## config.mk

```make
export PLATFORM = sky130hd
export DESIGN_NAME = snake_top
export DESIGN_NICKNAME = d
export VERILOG_FILES = /design/src/hw/snake_pkg.sv /design/src/hw/snake_top.sv /design/src/hw/snake_game.sv /design/src/hw/vga_sync.sv /design/src/hw/game_tick.sv /design/src/hw/key_to_move.sv /design/src/hw/ps2_rx.sv
export SDC_FILE = /design/constraint.sdc
export NUM_CORES = 1
export LEC_CHECK = 0
export BUFFER_PORTS_ARGS = -buffer_cell sky130_fd_sc_hd__clkbuf_2
export CORE_MARGIN = 2
export CORE_UTILIZATION = 50
export CTS_CLUSTER_DIAMETER = 30
export DETAILED_ROUTE_END_ITERATION = 6
export PLACE_DENSITY = 0.73
export SLEW_MARGIN = 40
export SYNTH_ARGS = -nofsm -noshare
export SYNTH_HDL_FRONTEND = slang
export SYNTH_SLANG_ARGS = --single-unit
export TNS_END_PERCENT = 50
```

## constraint.sdc

```tcl
create_clock -name mclk -period 10.77 [get_ports mclk]
set_clock_uncertainty 0.05 [all_clocks]
set_input_delay 1.077 -clock mclk [delete_from_list [all_inputs] [get_ports mclk]]
set_output_delay 1.077 -clock mclk [all_outputs]
set_load 0.01 [all_outputs]
```

## src/hw/snake_pkg.sv

```systemverilog
package snake_pkg;

	////////////////////////////////////////////////////////////
	// Playfield and pacing
	////////////////////////////////////////////////////////////
	localparam int GRID_W    = 16;
	localparam int GRID_H    = 8;
	localparam int CELL_PX   = 8;
	localparam int BOX_X     = 64;
	localparam int BOX_Y     = 64;
	localparam int MAX_LEN   = 32;
	localparam int START_X   = 4;
	localparam int START_Y   = 4;
	localparam int COIN0_X   = 7;
	localparam int COIN0_Y   = 2;
	localparam int SCORE_W   = 6;
	localparam int TICK_BASE = 4096;
	localparam int TICK_STEP = 64;
	localparam int TICK_MIN  = 1024;

	// Coin placement sequence
	localparam logic [15:0] LFSR_SEED = 16'hace1;

	// About 1 ms of mclk, drops a half received frame
	localparam int PS2_TIMEOUT = 50000;

	////////////////////////////////////////////////////////////
	// 640x480 screen timing, in pixels and lines
	////////////////////////////////////////////////////////////
	localparam int H_VIS   = 640;
	localparam int H_FP    = 16;
	localparam int H_SYNC  = 96;
	localparam int H_BP    = 48;
	localparam int H_TOTAL = H_VIS + H_FP + H_SYNC + H_BP;
	localparam int V_VIS   = 480;
	localparam int V_FP    = 10;
	localparam int V_SYNC  = 2;
	localparam int V_BP    = 33;
	localparam int V_TOTAL = V_VIS + V_FP + V_SYNC + V_BP;

	////////////////////////////////////////////////////////////
	// Types
	////////////////////////////////////////////////////////////
	typedef enum logic [1:0] {
		DIR_UP,
		DIR_RIGHT,
		DIR_DOWN,
		DIR_LEFT
	} dir_t;

	typedef struct packed {
		logic [3:0] x;
		logic [2:0] y;
	} cell_t;

	typedef struct packed {
		logic [9:0] x;
		logic [9:0] y;
	} pix_t;

	typedef struct packed {
		logic [2:0] r;
		logic [2:0] g;
		logic [1:0] b;
	} rgb_t;

	typedef struct packed {
		logic hsync;
		logic vsync;
		logic visible;
	} vga_t;

	// Palette, RRRGGGBB
	localparam rgb_t HEAD_COLOR = 8'b111_000_11;
	localparam rgb_t BODY_COLOR = 8'b111_111_11;
	localparam rgb_t COIN_COLOR = 8'b001_111_01;
	localparam rgb_t BOX_COLOR  = 8'b100_100_10;
	localparam rgb_t BG_COLOR   = 8'b010_010_01;
	localparam rgb_t BG_PAUSED  = 8'b010_010_11;

	// Scan set 2 codes
	localparam logic [7:0] KEY_UP    = 8'h75;
	localparam logic [7:0] KEY_DOWN  = 8'h72;
	localparam logic [7:0] KEY_LEFT  = 8'h6b;
	localparam logic [7:0] KEY_RIGHT = 8'h74;
	localparam logic [7:0] KEY_SPACE = 8'h29;
	localparam logic [7:0] KEY_BREAK = 8'hf0;
	localparam logic [7:0] KEY_EXT   = 8'he0;

endpackage
```

## src/hw/snake_top.sv

```systemverilog
`timescale 1ns/10ps

module snake_top #(
	parameter int TICK_CYCLES = snake_pkg::TICK_BASE
) (
	input  logic                          mclk,
	input  logic                          rst_n,
	input  logic                          ps2_clk,
	input  logic                          ps2_data,
	output logic [7:0]                    led,
	output logic                          hsync,
	output logic                          vsync,
	output snake_pkg::rgb_t               rgb,
	output logic                          game_over,
	output logic [snake_pkg::SCORE_W-1:0] score
);
	import snake_pkg::*;

	logic [7:0] rx_byte;
	logic       rx_done;
	dir_t       move;
	dir_t       cur_dir;
	logic       move_stb;
	logic       pause_stb;
	logic       tick;
	pix_t       pos;
	logic       pix_en;
	vga_t       sync;
	vga_t       sync_d;
	rgb_t       game_color;
	logic       game_color_valid;
	logic       playing;
	logic       restart;
	logic       step;
	logic       game_move_stb;

	ps2_rx u_ps2_rx (
		.mclk     (mclk),
		.rst_n    (rst_n),
		.ps2_clk  (ps2_clk),
		.ps2_data (ps2_data),
		.rx_byte  (rx_byte),
		.rx_done  (rx_done)
	);

	key_to_move u_key_to_move (
		.mclk      (mclk),
		.rst_n     (rst_n),
		.rx_byte   (rx_byte),
		.rx_done   (rx_done),
		.cur_dir   (cur_dir),
		.move      (move),
		.move_stb  (move_stb),
		.pause_stb (pause_stb)
	);

	game_tick #(
		.TICK_CYCLES (TICK_CYCLES)
	) u_game_tick (
		.mclk  (mclk),
		.rst_n (rst_n),
		.score (score),
		.tick  (tick)
	);

	vga_sync u_vga_sync (
		.mclk   (mclk),
		.rst_n  (rst_n),
		.pos    (pos),
		.pix_en (pix_en),
		.sync   (sync)
	);

	// Keys are ignored after a crash, space restarts
	assign restart       = pause_stb & game_over;
	assign step          = tick & ~game_over & playing;
	assign game_move_stb = move_stb & ~game_over;

	snake_game u_snake_game (
		.mclk        (mclk),
		.rst_n       (rst_n),
		.restart     (restart),
		.step        (step),
		.move        (move),
		.move_stb    (game_move_stb),
		.pos         (pos),
		.cur_dir     (cur_dir),
		.game_over   (game_over),
		.score       (score),
		.color       (game_color),
		.color_valid (game_color_valid)
	);

	////////////////////////////////////////////////////////////
	// Play and pause
	////////////////////////////////////////////////////////////
	always_ff @(posedge mclk) begin
		if (!rst_n)
			playing <= 1'b0;
		else if (pause_stb)
			playing <= 1'b0;
		else if (game_move_stb)
			playing <= 1'b1;
	end

	////////////////////////////////////////////////////////////
	// Output colour, sync delayed to match the game colour
	////////////////////////////////////////////////////////////
	always_ff @(posedge mclk) begin
		if (!rst_n) begin
			sync_d <= '{hsync: 1'b1, vsync: 1'b1, visible: 1'b0};
			hsync  <= 1'b1;
			vsync  <= 1'b1;
			rgb    <= '0;
		end else begin
			sync_d <= sync;
			// Outputs change once per pixel
			if (pix_en) begin
				hsync <= sync_d.hsync;
				vsync <= sync_d.vsync;
				if (!sync_d.visible)
					rgb <= '0;
				else if (game_color_valid)
					rgb <= game_color;
				else if (!playing && !game_over)
					rgb <= BG_PAUSED;
				else
					rgb <= BG_COLOR;
			end
		end
	end

	assign led = rx_byte;

endmodule

```

## src/hw/snake_game.sv

```systemverilog
`timescale 1ns/10ps

module snake_game (
	input  logic                          mclk,
	input  logic                          rst_n,
	input  logic                          restart,
	input  logic                          step,
	input  snake_pkg::dir_t               move,
	input  logic                          move_stb,
	input  snake_pkg::pix_t               pos,
	output snake_pkg::dir_t               cur_dir,
	output logic                          game_over,
	output logic [snake_pkg::SCORE_W-1:0] score,
	output snake_pkg::rgb_t               color,
	output logic                          color_valid
);
	import snake_pkg::*;

	localparam int LW    = $clog2(MAX_LEN + 1);
	localparam int CS    = $clog2(CELL_PX);
	localparam int BOX_R = BOX_X + GRID_W * CELL_PX;
	localparam int BOX_T = BOX_Y + GRID_H * CELL_PX;

	cell_t       body [MAX_LEN];
	logic [LW-1:0] len;
	dir_t        next_dir;
	cell_t       coin;
	logic        coin_pend;
	logic [15:0] lfsr;

	cell_t       new_head;
	logic        wall_hit;
	logic        self_hit;
	logic        eat;
	cell_t       cand;
	logic        cand_busy;

	logic        in_box;
	logic [9:0]  dx;
	logic [9:0]  dy;
	cell_t       pix_cell;
	logic        on_body;

	////////////////////////////////////////////////////////////
	// Next head and collisions
	////////////////////////////////////////////////////////////
	always_comb begin
		new_head = body[0];
		wall_hit = 1'b0;
		case (next_dir)
			DIR_UP: begin
				wall_hit   = (body[0].y == '0);
				new_head.y = body[0].y - 3'd1;
			end
			DIR_DOWN: begin
				wall_hit   = (body[0].y == 3'(GRID_H - 1));
				new_head.y = body[0].y + 3'd1;
			end
			DIR_LEFT: begin
				wall_hit   = (body[0].x == '0);
				new_head.x = body[0].x - 4'd1;
			end
			default: begin
				wall_hit   = (body[0].x == 4'(GRID_W - 1));
				new_head.x = body[0].x + 4'd1;
			end
		endcase
	end

	// Tail cell is free on this step, it moves away
	always_comb begin
		self_hit = 1'b0;
		for (int i = 0; i < MAX_LEN - 1; i++)
			if (i < int'(len) - 1 && body[i] == new_head)
				self_hit = 1'b1;
	end

	assign eat = !coin_pend && (new_head == coin);

	// Coin candidate from the LFSR, retried until it misses the snake
	assign cand = '{x: lfsr[3:0], y: lfsr[6:4]};

	always_comb begin
		cand_busy = 1'b0;
		for (int i = 0; i < MAX_LEN; i++)
			if (i < int'(len) && body[i] == cand)
				cand_busy = 1'b1;
	end

	always_ff @(posedge mclk) begin
		if (!rst_n)
			lfsr <= LFSR_SEED;
		else
			lfsr <= {lfsr[14:0], lfsr[15] ^ lfsr[13] ^ lfsr[12] ^ lfsr[10]};
	end

	////////////////////////////////////////////////////////////
	// Game state
	////////////////////////////////////////////////////////////
	always_ff @(posedge mclk) begin
		if (!rst_n || restart) begin
			len       <= LW'(3);
			next_dir  <= DIR_RIGHT;
			cur_dir   <= DIR_RIGHT;
			game_over <= 1'b0;
			score     <= '0;
			coin      <= '{x: 4'(COIN0_X), y: 3'(COIN0_Y)};
			coin_pend <= 1'b0;
			// Heading right, body trails to the left
			body[0]   <= '{x: 4'(START_X), y: 3'(START_Y)};
			body[1]   <= '{x: 4'(START_X - 1), y: 3'(START_Y)};
			body[2]   <= '{x: 4'(START_X - 2), y: 3'(START_Y)};
		end else begin
			if (move_stb)
				next_dir <= move;
			if (step) begin
				cur_dir <= next_dir;
				if (wall_hit || self_hit) begin
					game_over <= 1'b1;
				end else begin
					for (int i = 1; i < MAX_LEN; i++)
						body[i] <= body[i-1];
					body[0] <= new_head;
					if (eat) begin
						score     <= score + 1'b1;
						coin_pend <= 1'b1;
						if (len < LW'(MAX_LEN))
							len <= len + LW'(1);
					end
				end
			end else if (coin_pend && !cand_busy) begin
				coin      <= cand;
				coin_pend <= 1'b0;
			end
		end
	end

	////////////////////////////////////////////////////////////
	// Pixel query, row 0 at the top of the box
	////////////////////////////////////////////////////////////
	assign in_box   = pos.x >= 10'(BOX_X) && pos.x < 10'(BOX_R) &&
	                  pos.y >= 10'(BOX_Y) && pos.y < 10'(BOX_T);
	assign dx       = pos.x - 10'(BOX_X);
	assign dy       = 10'(BOX_T - 1) - pos.y;
	assign pix_cell = '{x: 4'(dx >> CS), y: 3'(dy >> CS)};

	always_comb begin
		on_body = 1'b0;
		for (int i = 1; i < MAX_LEN; i++)
			if (i < int'(len) && body[i] == pix_cell)
				on_body = 1'b1;
	end

	always_ff @(posedge mclk) begin
		if (!rst_n)
			color_valid <= 1'b0;
		else
			color_valid <= in_box;
	end

	always_ff @(posedge mclk) begin
		if (pix_cell == body[0])
			color <= HEAD_COLOR;
		else if (on_body)
			color <= BODY_COLOR;
		else if (!coin_pend && pix_cell == coin)
			color <= COIN_COLOR;
		else
			color <= BOX_COLOR;
	end

	// A live step moves the head to a neighbouring cell, never across a grid edge
	assert property (@(posedge mclk) disable iff (!rst_n || restart)
		(step && !game_over) |=> game_over ||
		((int'(body[0].x) - int'($past(body[0].x))) ** 2 +
		 (int'(body[0].y) - int'($past(body[0].y))) ** 2 == 1));

endmodule

```

## src/hw/vga_sync.sv

```systemverilog
`timescale 1ns/10ps

module vga_sync (
	input  logic            mclk,
	input  logic            rst_n,
	output snake_pkg::pix_t pos,
	output logic            pix_en,
	output snake_pkg::vga_t sync
);
	import snake_pkg::*;

	localparam int HS_START = H_VIS + H_FP;
	localparam int HS_END   = HS_START + H_SYNC;
	localparam int VS_START = V_VIS + V_FP;
	localparam int VS_END   = VS_START + V_SYNC;

	logic [9:0] h_cnt;
	logic [9:0] v_cnt;

	////////////////////////////////////////////////////////////
	// Counters, one pixel per two mclk
	////////////////////////////////////////////////////////////
	always_ff @(posedge mclk) begin
		if (!rst_n) begin
			pix_en <= 1'b0;
			h_cnt  <= '0;
			v_cnt  <= '0;
		end else begin
			pix_en <= ~pix_en;
			if (pix_en) begin
				if (h_cnt == 10'(H_TOTAL - 1)) begin
					h_cnt <= '0;
					if (v_cnt == 10'(V_TOTAL - 1))
						v_cnt <= '0;
					else
						v_cnt <= v_cnt + 10'd1;
				end else begin
					h_cnt <= h_cnt + 10'd1;
				end
			end
		end
	end

	assign pos.x = h_cnt;
	// y counts up from the bottom line
	assign pos.y = 10'(V_VIS - 1) - v_cnt;

	assign sync.hsync   = !(h_cnt >= 10'(HS_START) && h_cnt < 10'(HS_END));
	assign sync.vsync   = !(v_cnt >= 10'(VS_START) && v_cnt < 10'(VS_END));
	assign sync.visible = (h_cnt < 10'(H_VIS)) && (v_cnt < 10'(V_VIS));

	// Sync pulses stay in the blanking windows
	assert property (@(posedge mclk) disable iff (!rst_n)
		(!sync.hsync || !sync.vsync) |-> !sync.visible);

endmodule

```

## src/hw/game_tick.sv

```systemverilog
`timescale 1ns/10ps

module game_tick #(
	parameter int TICK_CYCLES = snake_pkg::TICK_BASE
) (
	input  logic                          mclk,
	input  logic                          rst_n,
	input  logic [snake_pkg::SCORE_W-1:0] score,
	output logic                          tick
);
	import snake_pkg::*;

	// Step and floor scale with the chosen base period
	localparam int STEP_RAW = TICK_CYCLES * TICK_STEP / TICK_BASE;
	localparam int MIN_RAW  = TICK_CYCLES * TICK_MIN / TICK_BASE;
	localparam int STEP_CYC = (STEP_RAW > 0) ? STEP_RAW : 1;
	localparam int MIN_CYC  = (MIN_RAW > 1) ? MIN_RAW : 2;
	localparam int CW       = $clog2(TICK_CYCLES + 1);

	logic [CW-1:0] cnt;
	logic [CW-1:0] period;
	logic [31:0]   cut;

	assign cut    = 32'(score) * 32'(STEP_CYC);
	assign period = (cut + 32'(MIN_CYC) >= 32'(TICK_CYCLES)) ? CW'(MIN_CYC) :
	                CW'(32'(TICK_CYCLES) - cut);

	always_ff @(posedge mclk) begin
		if (!rst_n) begin
			cnt  <= CW'(TICK_CYCLES - 1);
			tick <= 1'b0;
		end else if (cnt == '0) begin
			cnt  <= period - CW'(1);
			tick <= 1'b1;
		end else begin
			cnt  <= cnt - CW'(1);
			tick <= 1'b0;
		end
	end

endmodule

```

## src/hw/key_to_move.sv

```systemverilog
`timescale 1ns/10ps

module key_to_move (
	input  logic            mclk,
	input  logic            rst_n,
	input  logic [7:0]      rx_byte,
	input  logic            rx_done,
	input  snake_pkg::dir_t cur_dir,
	output snake_pkg::dir_t move,
	output logic            move_stb,
	output logic            pause_stb
);
	import snake_pkg::*;

	logic brk;
	logic ext;
	logic is_arrow;
	dir_t key_dir;

	always_comb begin
		is_arrow = 1'b1;
		key_dir  = DIR_UP;
		case (rx_byte)
			KEY_UP:    key_dir = DIR_UP;
			KEY_DOWN:  key_dir = DIR_DOWN;
			KEY_LEFT:  key_dir = DIR_LEFT;
			KEY_RIGHT: key_dir = DIR_RIGHT;
			default:   is_arrow = 1'b0;
		endcase
	end

	always_ff @(posedge mclk) begin
		if (!rst_n) begin
			brk       <= 1'b0;
			ext       <= 1'b0;
			move      <= DIR_RIGHT;
			move_stb  <= 1'b0;
			pause_stb <= 1'b0;
		end else begin
			move_stb  <= 1'b0;
			pause_stb <= 1'b0;
			if (rx_done) begin
				if (rx_byte == KEY_BREAK) begin
					brk <= 1'b1;
				end else if (rx_byte == KEY_EXT) begin
					ext <= 1'b1;
				end else begin
					brk <= 1'b0;
					ext <= 1'b0;
					// Make codes only; reversing onto the neck is dropped
					if (!brk && is_arrow && key_dir != dir_t'(cur_dir ^ 2'b10)) begin
						move     <= key_dir;
						move_stb <= 1'b1;
					end
					if (!brk && !ext && rx_byte == KEY_SPACE)
						pause_stb <= 1'b1;
				end
			end
		end
	end

endmodule

```

## src/hw/ps2_rx.sv

```systemverilog
`timescale 1ns/10ps

module ps2_rx (
	input  logic       mclk,
	input  logic       rst_n,
	input  logic       ps2_clk,
	input  logic       ps2_data,
	output logic [7:0] rx_byte,
	output logic       rx_done
);
	import snake_pkg::*;

	logic [1:0]  clk_sync;
	logic [1:0]  data_sync;
	logic        clk_prev;
	logic        clk_fall;
	logic [3:0]  bit_cnt;
	logic [9:0]  frame;
	logic [15:0] timer;
	logic        frame_ok;

	// Two flops on each line, idle high
	always_ff @(posedge mclk) begin
		if (!rst_n) begin
			clk_sync  <= 2'b11;
			data_sync <= 2'b11;
			clk_prev  <= 1'b1;
		end else begin
			clk_sync  <= {clk_sync[0], ps2_clk};
			data_sync <= {data_sync[0], ps2_data};
			clk_prev  <= clk_sync[1];
		end
	end

	assign clk_fall = clk_prev & ~clk_sync[1];

	// frame holds start in bit 0, data in 8:1, parity in 9; stop is on the line now
	assign frame_ok = ~frame[0] & (^frame[9:1]) & data_sync[1];

	always_ff @(posedge mclk) begin
		if (!rst_n) begin
			bit_cnt <= '0;
			timer   <= '0;
			rx_done <= 1'b0;
			rx_byte <= '0;
		end else begin
			rx_done <= 1'b0;
			if (clk_fall) begin
				timer <= '0;
				if (bit_cnt == 4'd10) begin
					bit_cnt <= '0;
					rx_done <= frame_ok;
					if (frame_ok)
						rx_byte <= frame[8:1];
				end else begin
					bit_cnt <= bit_cnt + 4'd1;
				end
			end else if (bit_cnt != '0) begin
				// Stuck frame, start over
				if (timer == 16'(PS2_TIMEOUT)) begin
					bit_cnt <= '0;
					timer   <= '0;
				end else begin
					timer <= timer + 16'd1;
				end
			end
		end
	end

	always_ff @(posedge mclk) begin
		if (clk_fall && bit_cnt != 4'd10)
			frame <= {data_sync[1], frame[9:1]};
	end

	// A frame takes eleven PS/2 clocks, so a strobe is always isolated
	assert property (@(posedge mclk) disable iff (!rst_n) rx_done |=> !rx_done);

endmodule

```

==> results of run 1 <==
==> flip-flops by register name (all words and copies together), names as in the netlist, 2 cells and up <==
name,cells
u_snake_game.body,224
u_ps2_rx.timer,16
u_snake_game.lfsr,16
u_game_tick.cnt,13
u_ps2_rx.frame,10
u_vga_sync.h_cnt,10
u_vga_sync.v_cnt,10
rgb,8
u_ps2_rx.rx_byte,8
u_snake_game.coin,7
u_snake_game.len,6
u_snake_game.score,6
u_snake_game.color,5
u_ps2_rx.bit_cnt,4
sync_d,3
u_key_to_move.move,2
u_ps2_rx.clk_sync,2
u_ps2_rx.data_sync,2
u_snake_game.cur_dir,2
u_snake_game.next_dir,2
==> cells by family after synthesis <==
group / synth area share, %
AOI/OAI and AO/OA: 7.38
xor gates and xnor gates: 28.7
adders and majority gates: 1.04
buffers and inverters: 3.48
DFF: 41.3
muxes: 1.47
and+or+nand+nor: 16.6
==> power by group <==
| group | total (mW) | switching (mW) | internal [mW] |
|---|---|---|---|
| Sequential | 1.53 | 0.0244 | 1.51 |
| Clock | 2.43 | 0.906 | 1.53 |
| Combinational | 0.209 | 0.126 | 0.0833 |
==> through the flow <==
stage | std cells | util, % | total power [mW] | instance area, um^2 | setup WS (ns)
after global placement | 2872 | 52.0 | 1.75 | 24200 | 3.87
after global routing | 3020 | 58.1 | 4.28 | 27000 | 3.60
after detailed placement | 2872 | 52.1 | 1.76 | 24300 | 3.80
final | 3020 | 58.1 | 4.17 | 27000 | 3.83
after CTS | 3020 | 58.0 | 4.19 | 27000 | 3.76
after floorplan | 2359 | - | 1.70 | 23600 | 1.32
==> cells in the final DEF, fill, tap and decap left out, types with 15 or more instances in the layout <==
cell,count
o21ai_0,28
nor3_1,64
a21oi_1,65
clkbuf_16,81
nand4_1,93
and2_1,17
xnor2_1,450
buf_4,48
nand3_1,87
a31oi_1,20
xor2_1,296
nor2_1,117
nand2_1,98
ha_1,18
o211ai_1,23
and3_1,30
dfxtp_2,15
nand2b_1,44
dfxtp_1,121
nor4_1,78
clkbuf_2,28
inv_1,32
edfxtp_1,234
mux2i_1,31
==> worst max path at each step <==
stage / depth (start not counted) / startpoint / slack, ns / end
final: 16 / u_snake_game.body[0][0] / 3.83 / u_snake_game.body[1][3]
after global routing: 16 / u_snake_game.body[0][0] / 3.60 / u_snake_game.body[2][4]
after CTS: 15 / u_snake_game.body[0][0] / 3.76 / u_snake_game.body[25][6]
after detailed placement: 15 / u_snake_game.body[0][0] / 3.80 / u_snake_game.body[25][6]
after global placement: 16 / u_snake_game.next_dir[0] / 3.87 / u_snake_game.body[3][3]
after floorplan: 17 / u_snake_game.next_dir[0] / 1.32 / u_snake_game.body[10][0]
==> critical path, delay by kind of cell (launching register included) <==
family | cells | cell delay [ns]
AOI/OAI and AO/OA | 2 | 0.45
xor gates and xnor gates | 1 | 0.13
adders and majority gates | 1 | 0.97
buffers and inverters | 5 | 2.49
DFF | 1 | 0.31
and+or+nand+nor | 7 | 2.14
==> final cells by class <==
type / instances / area share, %
clock buffer: 87 / 7.62
inverter: 32 / 0.444
multi-input combinational: 1784 / 48.4
timing repair buffer: 79 / 1.98
tap: 607 / 2.81
clock inverter: 61 / 2.57
sequential: 370 / 36.1
==> routing by layer <==
| metal | vias up | global-route usage [%] |
|---|---|---|
| li1 | 8328 | - |
| met1 | 9348 | 40.9 |
| met2 | 1258 | 48.0 |
| met3 | 287 | 8.02 |
| met4 | 0 | 16.6 |
| met5 | - | 0 |
==> run_results.csv, run 1 <==
group,metric,value,unit
status,status,"finished, final reports clean",
sta,maxSlewHeadroom,42.5,%
drt,wl_met2,34600,um
sta,rsz0062_at_grt,"no",
logic_synthesis,syn_area,23600,um^2
drt,routed.top_layer,"met4",
drt,totalWireLength,78100,um
floorplanning,dieArea,48900,um^2
drt,wl_met3,8810,um
clock_network,post_cts_buffers,0,
place,numPortBuffers,28,
global_routing,grt_pass1_vias,19100,
worst_setup_path,arrival,7.23,ns
final_layout,diodes,0,
logic_synthesis,syn_area_per_cell,10.0,um^2
logic_synthesis,dominantRegCellSynth,"edfxtp_1",
worst_setup_path,crit_type,"flop to flop",
logic_synthesis,synth_top_area_share,29.8,%
drt,drt_iter0_drc,2279,
worst_setup_path,slowest_delay,0.97,ns
global_routing,grt_pass1_wl,118000,um
sta,drv_slew,0,
clock_network,cts-resized-gates,0,
global_routing,grt_usage,31.4,%
power_and_ir_drop,ir_worst_vdd,0.207,mV
clock_network,tritoncts,"built",
global_routing,grt_antenna_before_repair,0,
logic_synthesis,syn-num-nets,2382,
clock_network,clk_latency,0.65,ns
worst_setup_path,startpoint_type,"flop",
sta,finalSetupViolCount,0,
final_layout,drive_gt1_share,11.5,%
logic_synthesis,synth_seq_cells,370,
power_and_ir_drop,pwr_density_cell,154,nW/um^2
power_and_ir_drop,power.leakage,9.05,nW
logic_synthesis,synthTopCellsByArea,"edfxtp_1, xnor2_1, dfxtp_1",
logic_synthesis,synth_edf_count,234,
clock_network,clockBufferDepth,3,
clock_network,cts_sinks,370,
hold_path,worstHoldStart,"u_snake_game.lfsr[14]",
worst_setup_path,reg2reg_to,"u_snake_game.body[1][3]",
logic_synthesis,synth_common_cells,"xnor2_1, xor2_1, edfxtp_1",
logic_synthesis,async_flop_share,0,%
logic_synthesis,yosys_warnings,0,
logic_synthesis,synth_cells,2359,
clock_network,h-tree-depth,3,
global_routing,grt-ovfl-total,0,
clock_network,clk_pin_slew,0.06,ns
place,gp_congestion,1.03,
run,drv_cap,0,
logic_synthesis,synth_area_leader_cell,"edfxtp_1",
worst_setup_path,critPathCaptureType,"flop",
place,post-dp-hpwl,52100,um
floorplanning,initial_core_util,50.6,%
sta,setup_tns,0,ns
drt,ant_nets,0,
final_layout,areaGrowthSynthToFinish,14.6,%
final_layout,final_nets,2369,
worst_setup_path,crit_slowest_cell,"fa_1",
floorplanning,num_rows,79,
hold_path,min_path_cells,1,
sta,finalCriticalPeriod,6.94,ns
logic_synthesis,yosysSeqAreaShare,41.3,%
drt,vias,19200,
sta,tightestPinTransition,0.854,ns
drt,drt-met1-wl,30500,um
clock_network,cts-hold-fix-buffers,0,
worst_setup_path,rrSetupSlack,3.83,ns
drt,first_pass_iters,7,
clock_network,cts_made_buffers,79,
global_routing,grt_max_degree,80,
worst_setup_path,r2r_cells,16,
floorplanning,dieHeight,221,um
sta,fin_hold_ws,0.365,ns
floorplanning,coreArea,46600,um^2
final_layout,ff_latch_area,9770,um^2
worst_setup_path,crit_required,11.06,ns
worst_setup_path,crit_chain,"buf_4 > inv_1 > fa_1 > buf_4 > nor2b_1 > or2_2 > xor2_1 > o2111ai_1 > nor4_1 > a2111oi_2 > nand4_1 > or3_1 > nor3_4 > buf_6 > buf_6 > nand2_1",
worst_setup_path,r2r-start,"u_snake_game.body[0][0]",
final_layout,fill_cells,3755,
drt,drc,0,
hold_path,hp-class,"flop to flop",
drt,viasPerCell,6.36,
floorplanning,io_pins,29,
final_layout,multiInputGateArea,13100,um^2
sta,finalCritPeriodShare,64.4,%
hold_path,min_to,"u_snake_game.lfsr[15]",
drt,routedWlPerCell,25.9,um
logic_synthesis,synth_cell_types,84,
sta,max_freq,144,MHz
worst_setup_path,cp_max_fo,79,
sta,final_hold_viol_count,0,
logic_synthesis,yosysMostFrequentCell,"xnor2_1",
clock_network,root_buffer,"clkbuf_16",
floorplanning,die_width,221,um
Note: power is estimated with default switching activity, not from simulation.
==> run 2: changes to the inputs <==
--- a/config.mk
+++ b/config.mk
@@ -10,7 +10,7 @@
 export CORE_UTILIZATION = 50
 export CTS_CLUSTER_DIAMETER = 30
 export DETAILED_ROUTE_END_ITERATION = 6
-export PLACE_DENSITY = 0.73
+export PLACE_DENSITY = 0.75
 export SLEW_MARGIN = 40
 export SYNTH_ARGS = -nofsm -noshare
 export SYNTH_HDL_FRONTEND = slang
==> constraint.sdc (replaced) <==
create_clock -name mclk -period 6.2 [get_ports mclk]
set_clock_uncertainty 0.05 [all_clocks]
set_input_delay 0.62 -clock mclk [delete_from_list [all_inputs] [get_ports mclk]]
set_output_delay 0.62 -clock mclk [all_outputs]
set_load 0.01 [all_outputs]
==> run_results.csv, run 2 (synthesis gave the netlist of run 1 again) <==
group,metric,value,unit
final_layout,largest_reg_flops,224,
power_and_ir_drop,switching_power,1.76,mW
clock_network,post_cts_buffers,0,
global_routing,grt_pass1_wl,120000,um
global_routing,grt_antenna_before_repair,2,
place,numPortBuffers,28,
floorplanning,num_rows,79,
clock_network,tritoncts,"built",
clock_network,cts_sinks,370,
power_and_ir_drop,p_comb_share,4.9,%
worst_setup_path,r2r_cells,13,
sta,max_freq,175,MHz
drt,ant_nets,0,
hold_path,hp-class,"primary input to flop",
floorplanning,coreArea,46600,um^2
floorplanning,die_width,221,um
global_routing,grt_max_degree,138,
sta,rsz0062_at_grt,"no",
sta,finalCritPeriodShare,92.2,%
worst_setup_path,crit_type,"flop to flop",
sta,final_hold_viol_count,0,
place,post-dp-hpwl,54900,um
global_routing,grt_pass1_vias,19000,
drt,drc,0,
global_routing,grt_usage,32.2,%
clock_network,root_buffer,"clkbuf_16",
clock_network,h-tree-depth,3,
worst_setup_path,crit_chain,"and2_1 > xnor2_1 > ha_1 > nor4bb_1 > a21o_1 > xnor2_4 > xnor2_1 > nor4_1 > nor4_1 > o211ai_1 > or3_1 > nor3_4 > buf_12",
worst_setup_path,worst-path-buf-inv,1,
clock_network,cts-hold-fix-buffers,0,
drt,viasPerCell,6.39,
sta,tightestPinTransition,0.987,ns
final_layout,areaGrowthSynthToFinish,15.5,%
final_layout,regMostFlops,"u_snake_game.body",
clock_network,clk_latency,0.63,ns
clock_network,cts-resized-gates,0,
worst_setup_path,arrival,5.88,ns
hold_path,min_path_cells,2,
floorplanning,initial_core_util,50.6,%
final_layout,layout_commonest_cell,"xnor2_1",
final_layout,reg.largest.list,"u_snake_game.body (224), u_ps2_rx.timer (16), u_snake_game.lfsr (16)",
drt,routedWlPerCell,26.4,um
power_and_ir_drop,ir_worst_vdd,0.306,mV
worst_setup_path,critPathCaptureType,"flop",
power_and_ir_drop,pwr_density_cell,271,nW/um^2
power_and_ir_drop,seqPwrFrac,36.2,%
power_and_ir_drop,switching_share,23.8,%
final_layout,final_nets,2384,
drt,drt_iter0_drc,2694,
place,dpl_cell_area,24500,um^2
run,drv_cap,0,
floorplanning,dieArea,48900,um^2
place,gp_congestion,1.06,
clock_network,cts_made_buffers,80,
floorplanning,dieHeight,221,um
sta,finalCriticalPeriod,5.72,ns
sta,maxSlewHeadroom,33.7,%
final_layout,drive_gt1_share,11.8,%
worst_setup_path,cp_top_family,"simple AND/OR/NAND/NOR gates",
worst_setup_path,rrSetupSlack,0.48,ns
sta,finalSetupViolCount,0,
final_layout,fin_util,58.5,%
power_and_ir_drop,power.leakage,9.13,nW
power_and_ir_drop,internal-power,5.62,mW
floorplanning,io_pins,29,
drt,vias,19400,
worst_setup_path,startpoint_type,"flop",
clock_network,clk_pin_slew,0.05,ns
power_and_ir_drop,power_frac_clock,58.9,%
drt,totalWireLength,80300,um
worst_setup_path,slowest_delay,0.66,ns
worst_setup_path,crit_slowest_cell,"nor4_1",
sta,fin_hold_ws,0.127,ns
worst_setup_path,cp_max_fo,137,
status,status,"finished, final reports clean",
drt,first_pass_iters,7,
global_routing,grt-ovfl-total,0,
worst_setup_path,crit_required,6.36,ns
sta,drv_slew,0,
clock_network,clockBufferDepth,3,
final_layout,final_area,27200,um^2
final_layout,final_cell_mix,"xnor2_1, xor2_1, edfxtp_1",
worst_setup_path,path_depth,13,
==> run 2: changes by cell type in the layout (fill, tap and decap cells not counted), moves of 5 or more <==
cell	before	now
inv_6	13	8
clkinv_2	14	9
bufinv_16	4	9
clkinvlp_4	6	11
buf_4	48	63
clkinv_4	11	2
clkinv_16	6	1
clkbuf_1	5	10
==> run 2: final timing paths <==
check                            from                        to
max reg2reg  u_snake_game.next_dir[1]  u_snake_game.body[10][2]
min                          ps2_data     u_ps2_rx.data_sync[0]
max          u_snake_game.next_dir[1]  u_snake_game.body[10][2]
min reg2reg      u_ps2_rx.clk_sync[0]      u_ps2_rx.clk_sync[1]
==> run 2: area by class of cell <==
cell class	count	area, um^2
antenna	2	5.00
sequential	370	9780
clock buffer	95	2120
clock inverter	54	646
fill	3734	19300
timing repair buffer	93	653
tap	607	759
multi-input combinational	1784	13100
inverter	32	120
==> run 2: power groups by stage <==
stage          combinational, mW  clock (mW)  sequential (mW)
2_1_floorplan              0.292           0             2.67
6_report                   0.360        4.35             2.67
3_3_place_gp               0.334           0             2.71
3_5_place_dp               0.347           0             2.71
5_1_grt                    0.382        4.50             2.67
4_1_cts                    0.351        4.37             2.67
==> run 2: metrics by stage <==
step                setup WS [ns]  TNS (ns)  instances  power [mW]
CTS                         0.648         0       3035        7.39
finish                      0.481         0       3037        7.38
global placement            0.806         0       2886        3.05
detailed placement          0.706         0       2886        3.06
global route                0.247         0       3035        7.56
floorplan                   -2.47   -518.55       2359        2.96
==> run 2: metal layers <==
layer | track usage (%) | part of all wire (%) | vias up | routed length, um
met5 | 0 | 0.011 | - | 9
met4 | 16.6 | 5.7 | 2 | 4550
met3 | 8.07 | 12 | 318 | 9480
met2 | 49.7 | 45 | 1296 | 35800
met1 | 41.9 | 38 | 9420 | 30500
li1 | - | - | 8371 | -
